===== config.mk =====
export PLATFORM = sky130hd
export DESIGN_NAME = wb_buffer
export DESIGN_NICKNAME = d
export VERILOG_FILES = /design/src/logic/dcache_pkg.sv /design/src/logic/wb_buffer.sv
export SDC_FILE = /design/constraint.sdc
export NUM_CORES = 1
export LEC_CHECK = 0
export BUFFER_PORTS_ARGS = -buffer_cell sky130_fd_sc_hd__buf_2
export CORE_UTILIZATION = 52
export DETAILED_ROUTE_END_ITERATION = 12
export PLACE_DENSITY_LB_ADDON = 0.05
export RECOVER_POWER = 25
export SLEW_MARGIN = 10
export SYNTH_ARGS = -nofsm -noshare
export SYNTH_HDL_FRONTEND = slang
export SYNTH_SLANG_ARGS = --single-unit

===== constraint.sdc =====
create_clock -name clk -period 12.35 [get_ports clk]
set_input_delay 1.8525 -clock clk [delete_from_list [all_inputs] [get_ports clk]]
set_output_delay 1.8525 -clock clk [all_outputs]
set_load 0.03 [all_outputs]

===== src/logic/dcache_pkg.sv =====
package dcache_pkg;

    // address split
    localparam int ADDR_WIDTH     = 32;
    localparam int WORD_WIDTH     = 32;
    localparam int LINE_WIDTH     = 128;
    localparam int STRB_WIDTH     = 4;
    localparam int NWAY           = 2;
    localparam int NSET           = 16;
    localparam int OFFSET_WIDTH   = 4;
    localparam int INDEX_WIDTH    = 4;
    localparam int TAG_WIDTH      = ADDR_WIDTH - INDEX_WIDTH - OFFSET_WIDTH;
    localparam int WORD_SEL_WIDTH = 2;

    // write-back buffer
    localparam int WB_DEPTH     = 2;
    localparam int WB_PTR_WIDTH = $clog2(WB_DEPTH);

    // victim lfsr
    localparam int          LFSR_WIDTH = 16;
    localparam logic [15:0] LFSR_SEED  = 16'hace1;

    typedef logic [ADDR_WIDTH-1:0]     addr_t;
    typedef logic [WORD_WIDTH-1:0]     word_t;
    typedef logic [STRB_WIDTH-1:0]     strb_t;
    typedef logic [LINE_WIDTH-1:0]     line_t;
    typedef logic [TAG_WIDTH-1:0]      tag_t;
    typedef logic [INDEX_WIDTH-1:0]    index_t;
    typedef logic [WORD_SEL_WIDTH-1:0] word_sel_t;
    typedef logic [NWAY-1:0]           way_sel_t;

    // 26-bit tag ram entry
    typedef struct packed {
        logic dirty;
        logic valid;
        tag_t tag;
    } tag_entry_t;

    typedef enum logic [1:0] {
        IDLE,
        LOOK_UP,
        MISS_REQ,
        MISS_WAIT
    } cache_state_t;

endpackage


===== src/logic/wb_buffer.sv =====
`timescale 1ns/1ps

module wb_buffer (
    input  logic              clk,
    input  logic              rst,
    input  logic              push_i,
    input  dcache_pkg::addr_t push_addr_i,
    input  dcache_pkg::line_t push_line_i,
    input  dcache_pkg::addr_t match_addr_i,
    output logic              match_o,
    output logic              empty_o,
    output logic              full_o,
    input  logic              pop_i,
    output dcache_pkg::addr_t head_addr_o,
    output dcache_pkg::line_t head_line_o
);

    dcache_pkg::addr_t                     addr_q [dcache_pkg::WB_DEPTH];
    dcache_pkg::line_t                     line_q [dcache_pkg::WB_DEPTH];
    logic [dcache_pkg::WB_DEPTH-1:0]       vld_q;
    logic [dcache_pkg::WB_PTR_WIDTH-1:0]   wr_ptr;
    logic [dcache_pkg::WB_PTR_WIDTH-1:0]   rd_ptr;

    assign empty_o     = ~|vld_q;
    assign full_o      = &vld_q;
    assign head_addr_o = addr_q[rd_ptr];
    assign head_line_o = line_q[rd_ptr];

    // compare line addresses only
    always_comb begin
        match_o = 1'b0;
        for (int i = 0; i < dcache_pkg::WB_DEPTH; i++) begin
            if (vld_q[i] && addr_q[i][dcache_pkg::ADDR_WIDTH-1:dcache_pkg::OFFSET_WIDTH]
                    == match_addr_i[dcache_pkg::ADDR_WIDTH-1:dcache_pkg::OFFSET_WIDTH]) begin
                match_o = 1'b1;
            end
        end
    end

    always_ff @(posedge clk) begin
        if (rst) begin
            vld_q  <= '0;
            wr_ptr <= '0;
            rd_ptr <= '0;
        end else begin
            if (push_i) begin
                vld_q[wr_ptr] <= 1'b1;
                wr_ptr <= (wr_ptr == dcache_pkg::WB_PTR_WIDTH'(dcache_pkg::WB_DEPTH - 1)) ?
                          '0 : wr_ptr + 1'b1;
            end
            if (pop_i) begin
                vld_q[rd_ptr] <= 1'b0;
                rd_ptr <= (rd_ptr == dcache_pkg::WB_PTR_WIDTH'(dcache_pkg::WB_DEPTH - 1)) ?
                          '0 : rd_ptr + 1'b1;
            end
        end
    end

    always_ff @(posedge clk) begin
        if (push_i) begin
            addr_q[wr_ptr] <= push_addr_i;
            line_q[wr_ptr] <= push_line_i;
        end
    end

endmodule


Word level (Yosys, flattened, before mapping)

Memory sizes are Yosys's and may differ from the RTL's. A register that Yosys moved wholly into a read port is not among the register bits.
Cells that the tools add are included.

Word-level logic and storage cells: 40
Memories: 2
Memory bits (writable): 320
Bits in registers: 4
Output and inout bits: 163

Memory list:

| memory | depth | bits a word | read ports | clocked after memory_dff | write ports | line            | RTL |
|---|---|---|---|---|---|---|---|
| line_q | 2     | 128         | 1          | 1                        | 1           | wb_buffer.sv:19 | `dcache_pkg::line_t line_q [dcache_pkg::WB_DEPTH];` |
| addr_q | 2     | 32          | 3          | 1                        | 1           | wb_buffer.sv:18 | `dcache_pkg::addr_t addr_q [dcache_pkg::WB_DEPTH];` |

$add $sub $neg: 2
Equality and inequality tests: 2
Muxes and demuxes: 17
Reduce and logical (&&, ||, !) cells: 7
Bitwise logic cells: 3
Order comparisons: 4

Operators by type and width:

| kind                                                        | count |
|---|---|
| == test 28 bit                                              | 2 |
| two-way mux 1 bit                                           | 12 |
| two-way mux 2 bit                                           | 3 |
| logical AND 1 bit                                           | 4 |
| less-than comparator 1 x 2 -> 1 bit (second input constant) | 2 |
| adder 1 bit (second input constant)                         | 2 |
| bitwise AND 2 bit                                           | 1 |
| demux 1 bit (select 1 bit)                                  | 2 |
| greater-or-equal comparator 1 bit (second input constant)   | 2 |
| NOT 2 bit                                                   | 1 |
| OR 2 bit                                                    | 1 |
| AND reduction 2 bit                                         | 1 |
| OR reduction 2 bit                                          | 1 |
| zero test 1 bit                                             | 1 |

Longest topological paths before layout

Gate-level depths: netlist of run 1.

Depth in word-level cells: 9
Depth in mapped cells: 4
Gate-level depth less buffers: 4

Worst setup path after synthesis of run 1

OpenSTA, ideal clock, no wires.

Path type: input to register
Start: input port push_i
End: memory addr_q[0][0] (netlist bit) (enable)
Buffers on the path: 0
Stages on the path: 1
Setup slack: 2.848 ns
Required time: 11.647 ns
Data arrival time: 8.799 ns
Path through: nor2b_1

Cells in the longest elaborated chain, start to end: 2

Ends and longest elaborated chain:

| item                                    | line            | RTL |
|---|---|---|
| start, declared                         | wb_buffer.sv:6  | `input logic push_i,` |
| two-way mux 1 bit                       | wb_buffer.sv:60 | `if (push_i) begin` |
| two-way mux 1 bit (not written as such) | wb_buffer.sv:61 | `addr_q[wr_ptr] <= push_addr_i;` |
| end, declared                           | wb_buffer.sv:18 |  |

No other way between the ends.

Worst setup path after layout of run 1

Start: input port match_addr_i[8]
End: output port match_o

Cells in the longest elaborated chain, start to end: 4
Elaborated cells between the ends (all ways): 6

Ends and longest elaborated chain:

| item                  | line            | RTL |
|---|---|---|
| start, declared       | wb_buffer.sv:9  | `input dcache_pkg::addr_t match_addr_i,` |
| == test 28 bit        | wb_buffer.sv:34 | `== match_addr_i[dcache_pkg::ADDR_WIDTH-1:dcache_pkg::OFFSET_WIDTH]) begin` |
| logical AND 1 bit     | wb_buffer.sv:33 | `if (vld_q[i] && addr_q[i][dcache_pkg::ADDR_WIDTH-1:dcache_pkg::OFFSET_WIDTH]` |
| two-way mux 1 bit     | wb_buffer.sv:33 |  |
| two-way mux 1 bit (*) | wb_buffer.sv:33 |  |
| end, declared         | wb_buffer.sv:10 | `output logic match_o,` |

Mark *: on every way between the ends. The rest lies on a longest branch, timed or not.

==> metrics.md, run 1 <==
| Metric | Value |
|---|---|
| H-tree Lvls | 2 |
| Startpoint types | input port |
| Number of global-route vias before repair | 7,000 |
| Buf/Inv on CP | 2 |
| Number of core rows | 55 |
| Worst-margin pin slew | 1.17 ns |
| CP cell instances | buf_2 > xnor2_1 > nand4_1 > or4_1 > o22ai_1 > buf_2 |
| RSZ-0062 raised after global routing | no |
| Syn Area/Cell | 20.7 µm² |
| FF/Latch Area | 9710 µm² |
| Hold Crit Depth | 2 |
| Hold Crit Start | rd_ptr |
| Achievable frequency | 197 MHz |
| TritonCTS clock tree | built |
| Worst-path clk slew | 0.06 ns |
| Outcome | completed |
| CTS Buf Count | 35 |
| Max incr delay on CP | 0.53 ns |
| DP HPWL | between 15,000 and 20,000 µm |
| Critical path's top delay family | simple AND/OR/NAND/NOR gates |
| Remaining Overflow, GRT | 0 |
| Layout cells sized above 1 | 0.536 |
| CTS root buf | clkbuf_16 |
| Register area share after synthesis | 0.790 |
| Synth Warn # | 0 |
| # IOs | between 300 and 400 |
| Largest net degree at the start of global routing | 87 |
| Clock period minus worst slack | roughly 5.1 ns |
| Yosys top cell by area | edfxtp_1 |
| Seq cells post-synth | 325 |
| Setup violations, final | 0 |
| Router iterations before antenna repair | 4 |
| CTS sink cnt | around 330 |
| CP arrival | approximately 3.2 ns |
| Total GRT Usage | 0.204 |
| Syn_nets | ~800 |
| Maxcap violations | 0 |
| Reg-to-Reg End | line_q[1][56] |
| Die Span Y | approximately 160 µm |
| Peak VDD IR | 0.130 mV |
| Starting density of the core | 0.537 |
| Drt wl/cell | around 19 µm |
| Post-Syn Instances | 594 |
| Fillers | between 1,500 and 2,000 |
| Synth top area share | 0.782 |
| Routability cong. | 0.793 |
| CP dominant cell by count | buf_2 |
| Synth area leaders | edfxtp_1, mux2_2, xor2_1 |
| Remaining DRCs | 0 |
| Reg2Reg Setup Slack | 9.58 ns |
| Fin util | 0.672 |
| TNS Setup | 0 ns |
| Post-DRT Antenna Nets | 0 |
| Primary FF master, synth | edfxtp_1 |
| Hold path endpoint | vld_q[0] |
| Kind of critical path | in -> out |
| Synth cell types | 18 |
| Leakage | 5.69 nW |
| Ys async rst share | 0 |
| Port Buffers | approximately 350 |
| Die area | approximately 24,000 µm² |
| Mapped cell area | 12,300 µm² |
| Core area | 22,900 µm² |
| Post-CTS setup buffer count | 0 |
| CP max stage cell | or4_1 |
| Multi-input combinational cell area | roughly 2500 µm² |
| Vias per cell | 5.06 |
| Slew headroom | 0.216 |
| Worst hold path type | reg -> reg |
| Post-CTS Hold Fix Bufs | 0 |
| Nets | 1,167 |
| Critical Path End Type | output pin |
| R2R cell count | 2 |
| CP Data Required Time | 10.50 ns |
| Starting DRT DRC Count | 330 |
| Clock skew | 0.0145 ns |
| P&R area growth vs syn | 25.2% |
| Via count | 6,650 |
| Power per Cell Area | 169 nW/µm² |
| Count of final hold-check violations | 0 |
| Number of flops mapped to enable cells by yosys | 320 |
| CTS resizes | 0 |
| Crit path max fanout | 2 |
| Die X | roughly 160 µm |
| Slew Limit Fails | 0 |
| Tcrit/Tclk final | 0.411 |
| Worst-Skew Late Latency | 0.51 ns |
| Crit. Startpoint | match_addr_i[8] |
| Antenna violations before repair | 12 |
| Overall power | 2.60 mW |
| First-pass GRT wire length | 36,900 µm |
| Worst R2R Start | wr_ptr |
| Clk buf depth | 3 |
| Drt total wl | 25,400 µm |
-- per-layer routing --
layer	GRT usage	part of all wire
met5	0	0.0016
met3	0.0833	0.10
met1	0.208	0.34
met2	0.373	0.53
met4	0.0752	0.022
-- registers in the layout, indices dropped and copies added (netlist names), named ones only --
| name | cells |
|---|---|
| addr_q | 64 |
| line_q | 256 |
| rd_ptr | 1 |
| vld_q | 2 |
| wr_ptr | 1 |
-- stage by stage --
stage / instances / hold WS (ns) / setup WS, ns / cell area, µm²
6_report: 1315 / 0.540 / 7.27 / 15400
3_3_place_gp: 1247 / 0.510 / 7.25 / 14400
3_5_place_dp: 1247 / 0.527 / 7.27 / 14400
5_1_grt: 1312 / 0.574 / 7.12 / 15400
2_1_floorplan: 594 / 0.478 / 2.85 / 12300
4_1_cts: 1307 / 0.541 / 7.24 / 15400
-- cells in the final DEF (no fill, tap or decap), drive strengths merged --
master / netlist / final
xor2: 30 / 30
o21a: 1 / 1
o22ai: 1 / 1
mux2: 160 / 160
inv: 0 / 4
nor2: 5 / 5
diode: 0 / 8
edfxtp: 320 / 320
or4: 2 / 2
a21oi: 1 / 1
nor3: 3 / 3
dfxtp: 5 / 5
and2: 2 / 2
nor4: 6 / 6
buf: 17 / 329
nand2: 2 / 2
clkbuf: 1 / 81
clkinv: 0 / 4
nor2b: 2 / 2
nand4: 8 / 8
xnor2: 28 / 28
-- kinds of logic after synthesis --
logic type | after synthesis | share of synthesized area
flops | 325 | 0.790
mux | 160 | 0.147
xor+xnor | 58 | 0.0413
simple gates | 30 | 0.0137
buf+inv | 18 | 0.00722
compound gates | 3 | 0.00153
-- synthesized netlist by cell type, types with 2 or more instances --
cell type,count
and2_1,2
buf_2,17
dfxtp_1,5
edfxtp_1,320
mux2_2,160
nand2_1,2
nand4_1,8
nor2_1,5
nor2b_1,2
nor3_1,3
nor4_1,6
or4_1,2
xnor2_1,28
xor2_1,30
-- power breakdown --
part / internal, mW / switching (mW) / leakage, nW
Clock: 0.533 / 0.388 / 0.484
Combinational: 0.129 / 0.231 / 2.16
Sequential: 1.29 / 0.0278 / 3.05
-- how the worst max path moves through the flow --
stage | end | slack [ns] | cells after the start
finish | match_o | 7.27 | 6
global route | head_line_o[41] | 7.12 | 3
detailed placement | match_o | 7.27 | 6
global placement | match_o | 7.25 | 6
CTS | head_line_o[41] | 7.24 | 3
floorplan | addr_q[0][0] | 2.85 | 1
-- worst register-to-register path: stages, from the launching register on --
cell and delay [ns]:
dfxtp_1 0.42, and2_4 0.96, buf_4 0.99
-- layout make-up --
type | instances | share of cell area
sequential | 325 | 0.631
multi-input combinational | 251 | 0.163
timing repair buffer | 358 | 0.115
clock buffer | 52 | 0.0617
tap | 313 | 0.0254
clock inverter | 8 | 0.00333
antenna | 8 | 0.00130
Note: power is estimated with default switching activity, not from simulation.
==> run 2: changes to the inputs <==
clock period = 5.1 ns   (was 12.35 ns; I/O delays follow)
==> metrics.md, run 2 (same netlist as run 1, synthesis figures left out) <==
| Metric | Value |
|---|---|
| Buf/Inv on CP | 2 (unchanged) |
| P&R area growth vs syn | 26.5% (was 25.2%) |
| Power share of the clock group | 0.376 (was 0.355) |
| Achievable frequency | 295 MHz |
| Slew headroom | 0.466 (was 0.216) |
| Overall power | 6.52 mW (was 2.60 mW) |
| Layout cells sized above 1 | 0.548 (was 0.536) |
| CTS sink cnt | 325 (unchanged) |
| Worst-Skew Late Latency | 0.50 ns (was 0.51 ns) |
| Dpl cell area | 14,500 µm² (was 14,400 µm²) |
| CTS resizes | 0 (unchanged) |
| # IOs | 359 (unchanged) |
| Tcrit/Tclk final | 0.665 |
| Drt wl/cell | 19.9 µm (was 19.3 µm) |
| Number of global-route vias before repair | 7,222 (was 7,000) |
| Peak VDD IR | 0.432 mV (was 0.130 mV) |
| Slew Limit Fails | 0 (unchanged) |
| Worst hold path type | in -> reg (was reg -> reg) |
| Startpoint types | register (was input port) |
| Via count | 6,641 (was 6,650) |
| Biggest regs | line_q (256), addr_q (64), vld_q (2) (unchanged) |
| Worst-margin pin slew | 0.801 ns (was 1.17 ns) |
| Core area | 22,900 µm² (unchanged) |
| Most common cell after layout, fill and taps aside | buf_2 (unchanged) |
| Count of final hold-check violations | 0 (unchanged) |
| DP HPWL | 18,100 µm (was 17,600 µm) |
| Setup violations, final | 0 (unchanged) |
| Critical path's top delay family | flip-flops (was simple AND/OR/NAND/NOR gates) |
| Nets | 1,169 (was 1,167) |
| Crit path max fanout | 57 (was 2) |
| FF/Latch Area | 9710 µm² (unchanged) |
| P_sw | 1.58 mW (was 647 µW) |
| Die Span Y | 156 µm (unchanged) |
| Most frequent cells in the layout | buf_2, edfxtp_1, mux2_2 (unchanged) |
| Most flop-heavy register | line_q (unchanged) |
| TNS Setup | 0 ns (unchanged) |
| Largest net degree at the start of global routing | 122 (was 87) |
| Fillers | 1,615 (was 1,628) |
| Internal power | 4.95 mW (was 1.95 mW) |
| Drt total wl | 26,100 µm (was 25,400 µm) |
| Port Buffers | 354 (unchanged) |
| Post-CTS Hold Fix Bufs | 0 (unchanged) |
| CP arrival | 2.63 ns (was 3.23 ns) |
| Finished Cell Area | 15,600 µm² (was 15,400 µm²) |
| Remaining DRCs | 0 (unchanged) |
| Setup WS pre-CTS | 2.15 ns (was 7.27 ns) |
| H-tree Lvls | 2 (unchanged) |
| Clk buf depth | 3 (unchanged) |
| Outcome | completed (unchanged) |
| Clock period minus worst slack | 3.39 ns |
| CTS root buf | clkbuf_16 (unchanged) |
| Vias per cell | 5.06 (about the same) |
| First-pass GRT wire length | 38,700 µm (was 36,900 µm) |
| Post-Layout Cell Count | 1,312 (was 1,315) |
| Kind of critical path | reg -> out (was in -> out) |
| Leakage | 5.78 nW (was 5.69 nW) |
| Fin worst setup slack | 1.71 ns (was 7.27 ns) |
| Worst-path clk slew | 0.06 ns (about the same) |
| Switching share of power | 0.242 (was 0.249) |
| Placed Cells incl. Taps | 1,249 (was 1,247) |
| Post-DRT Antenna Nets | 0 (unchanged) |
| Starting DRT DRC Count | 293 (was 330) |
| CP Data Required Time | 4.34 ns (was 10.50 ns) |
| Post-CTS setup buffer count | 0 (unchanged) |
| Sequential share of power | 0.488 (was 0.507) |
| Fin Hold WS | 0.448 ns (was 0.540 ns) |
| Maxcap violations | 0 (unchanged) |
| Total GRT Usage | 0.215 (was 0.204) |
| Die area | 24,300 µm² (unchanged) |
| Power per Cell Area | 419 nW/µm² (was 169 nW/µm²) |
| Router iterations before antenna repair | 4 (unchanged) |
| Antenna violations before repair | 8 (was 12) |
| RSZ-0062 raised after global routing | no (unchanged) |
| Max FFs per register | 256 (unchanged) |
| Critical Path End Type | output pin (unchanged) |
| Multi-input combinational cell area | 2510 µm² (unchanged) |
| Die X | 156 µm (unchanged) |
| CP max stage cell | dfxtp_4 (was or4_1) |
| Fin util | 0.679 (was 0.672) |
| Remaining Overflow, GRT | 0 (unchanged) |
| Combinational share of power | 0.136 (was 0.138) |
| Starting density of the core | 0.537 (unchanged) |
| CP cell instances | buf_4 > mux2_2 > buf_2 (was buf_2 > xnor2_1 > nand4_1 > or4_1 > o22ai_1 > buf_2) |
| CTS Buf Count | 35 (unchanged) |
| Number of core rows | 55 (unchanged) |
| Max incr delay on CP | 0.86 ns (was 0.53 ns) |
| TritonCTS clock tree | built (unchanged) |
| Clock skew | 0.0144 ns (was 0.0145 ns) |
| Routability cong. | 0.762 (was 0.793) |
## run 2: final timing paths
check	from	endpoint	slack, ns	cells past startpoint
max reg2reg	wr_ptr	line_q[1][114]	3.08	2
min	push_line_i[86]	line_q[0][86]	0.45	1
max	register	head_line_o[92]	1.71	3
min reg2reg	rd_ptr	vld_q[0]	0.55	2
## run 2: area by class of cell
class,count,area share
timing repair buffer,360,0.117
antenna,5,0.000804
tap,313,0.0252
clock inverter,16,0.0111
clock buffer,42,0.0607
sequential,325,0.624
multi-input combinational,251,0.161
## run 2: per-layer routing
layer	part of all wire	vias to the layer above	global-route usage	wire length (µm)
met1	0.36	3196	0.233	9490
met3	0.092	60	0.0789	2410
met4	0.035	10	0.0934	903
met2	0.51	277	0.376	13200
li1	-	3098	-	-
met5	0.0025	-	0	66
## run 2: power by group through the flow
stage	logic (mW)	registers [mW]	clock network, mW
global placement	0.877	3.23	0
CTS	0.898	3.19	2.51
detailed placement	0.893	3.24	0
global route	0.936	3.20	2.60
floorplan	0.607	3.22	0
finish	0.885	3.18	2.45
## run 2: worst reg2reg max path, delay by kind of cell (launching register included)
| kind | cells | cell delay (ns) |
|---|---|---|
| flops | 1 | 0.40 |
| buf+inv | 1 | 0.60 |
| simple gates | 1 | 0.54 |
==> run 3: changes to the inputs <==
CORE_UTILIZATION = 47   (was 52)
clock period = 3 ns   (was 5.1 ns; I/O delays follow)
==> metrics.md, run 3 (same netlist as run 1, synthesis figures left out) <==
| Metric | Value |
|---|---|
| Die Span Y | 164 µm (was 156 µm) |
| Outcome | completed (unchanged) |
| Reg2Reg Setup Slack | 1.38 ns (was 3.08 ns) |
| Worst-path clk slew | 0.06 ns (about the same) |
| Most frequent cells in the layout | buf_2, edfxtp_1, mux2_2 (unchanged) |
| CP cell instances | xnor2_1 > nand4_1 > or4_1 > o22ai_1 > buf_2 (was buf_4 > mux2_2 > buf_2) |
| Worst-Skew Late Latency | 0.49 ns (was 0.50 ns) |
| Tcrit/Tclk final | 0.868 |
| TNS Setup | 0 ns (unchanged) |
| Worst Setup EP | match_o (was head_line_o[92]) |
| CP max stage cell | or4_1 (was dfxtp_4) |
| Maxcap violations | 0 (unchanged) |
| TritonCTS clock tree | built (unchanged) |
| Leakage | 5.82 nW (was 5.78 nW) |
| Largest net degree at the start of global routing | 111 (was 122) |
| Kind of critical path | reg -> out (unchanged) |
| Worst-margin pin slew | 0.727 ns (was 0.801 ns) |
| Die X | 164 µm (was 156 µm) |
| Die area | 26,800 µm² (was 24,300 µm²) |
| Post-CTS Hold Fix Bufs | 0 (unchanged) |
| Startpoint types | register (unchanged) |
| Clock period minus worst slack | 2.60 ns |
| Remaining DRCs | 0 (unchanged) |
| Post-Layout Cell Count | 1,334 (was 1,312) |
| Remaining Overflow, GRT | 0 (unchanged) |
| Core area | 25,400 µm² (was 22,900 µm²) |
| CTS sink cnt | 325 (unchanged) |
| Biggest regs | line_q (256), addr_q (64), vld_q (2) (unchanged) |
| Setup violations, final | 0 (unchanged) |
| Total GRT Usage | 0.185 (was 0.215) |
| Crit. Startpoint | addr_q[0][8] |
| Via count | 6,560 (was 6,641) |
| Achievable frequency | 384 MHz |
| Most flop-heavy register | line_q (unchanged) |
| Worst R2R Start | wr_ptr (unchanged) |
| Routability cong. | 0.793 (was 0.762) |
| DP HPWL | 17,800 µm (was 18,100 µm) |
| Slew headroom | 0.515 (was 0.466) |
| Max FFs per register | 256 (unchanged) |
| Worst hold path type | in -> reg (unchanged) |
| Count of final hold-check violations | 0 (unchanged) |
| Starting density of the core | 0.484 (was 0.537) |
| Vias per cell | 4.92 (was 5.06) |
| Number of global-route vias before repair | 7,090 (was 7,222) |
| Slew Limit Fails | 0 (unchanged) |
| Max incr delay on CP | 0.54 ns (was 0.86 ns) |
| Post-DRT Antenna Nets | 0 (unchanged) |
| Antenna violations before repair | 5 (was 8) |
| Number of core rows | 58 (was 55) |
| # IOs | 359 (unchanged) |
| Peak VDD IR | 0.521 mV (was 0.432 mV) |
| Nets | 1,173 (was 1,169) |
| Reg-to-Reg End | addr_q[1][13] (was line_q[1][114]) |
| Overall power | 11.1 mW (was 6.52 mW) |
| Clk buf depth | 3 (unchanged) |
| Critical Path End Type | output pin (unchanged) |
| Placed Cells incl. Taps | 1,270 (was 1,249) |
| Layout cells sized above 1 | 0.553 (was 0.548) |
| CTS Buf Count | 35 (unchanged) |
| CTS root buf | clkbuf_16 (unchanged) |
| CTS resizes | 0 (unchanged) |
| P&R area growth vs syn | 27.3% (was 26.5%) |
| Clock skew | 0.00530 ns (was 0.0144 ns) |
| Post-CTS setup buffer count | 0 (unchanged) |
| Drt total wl | 25,200 µm (was 26,100 µm) |
| Drt wl/cell | 18.9 µm (was 19.9 µm) |
| Most common cell after layout, fill and taps aside | buf_2 (unchanged) |
| Finished Cell Area | 15,700 µm² (was 15,600 µm²) |
| First-pass GRT wire length | 37,000 µm (was 38,700 µm) |
| RSZ-0062 raised after global routing | no (unchanged) |
| Dpl cell area | 14,500 µm² (about the same) |
| Power per Cell Area | 708 nW/µm² (was 419 nW/µm²) |
| Router iterations before antenna repair | 4 (unchanged) |
| R2R cell count | 2 (unchanged) |
| H-tree Lvls | 2 (unchanged) |
| Starting DRT DRC Count | 315 (was 293) |
| CP arrival | 2.15 ns (was 2.63 ns) |
| Port Buffers | 354 (unchanged) |
| Crit path max fanout | 2 (was 57) |
| CP Data Required Time | 2.55 ns (was 4.34 ns) |
run 3: layer usage:
metal | up-vias | GRT usage | routed length (µm)
met2 | 241 | 0.337 | 13300
met5 | - | 0 | 23
li1 | 3103 | - | -
met3 | 46 | 0.0652 | 2410
met1 | 3166 | 0.199 | 8950
met4 | 4 | 0.0589 | 527
run 3: worst min-delay path by stage:
stage,startpoint,endpoint,cells after the start
floorplan,vld_q[1],vld_q[1],1
global placement,rd_ptr,vld_q[0],2
detailed placement,rd_ptr,vld_q[0],2
CTS,push_addr_i[9],addr_q[0][9],1
global route,push_line_i[71],line_q[0][71],1
finish,push_line_i[71],line_q[0][71],1
run 3: critical path, delay by kind of cell, from the launching register on:
kind            cells  cell delay [ns]
compound gates      1             0.18
xor+xnor            1             0.21
buf+inv             1             0.23
flops               1             0.40
simple gates        2             0.65
run 3: through the flow:
step,utilization,hold WS [ns],setup slack [ns]
global placement,0.573,0.506,0.722
global route,0.616,0.125,0.266
floorplan,-,0.478,-0.294
finish,0.616,0.148,0.396
CTS,0.617,0.124,0.322
detailed placement,0.573,0.516,0.753
run 3: layout make-up:
cell class                 instances  area [µm²]
clock buffer                      45         956
multi-input combinational        251        2510
sequential                       325        9710
timing repair buffer             364        1880
clock inverter                    14         175
antenna                            5        12.5
fill                            1940        9740
tap                              330         413
run 3: report_power, final:
group          total, mW  internal, mW  leakage (nW)  switching (mW)
registers           5.40          5.30          3.05          0.0975
clock network       4.16          2.59         0.547            1.58
logic               1.52         0.551          2.22           0.964
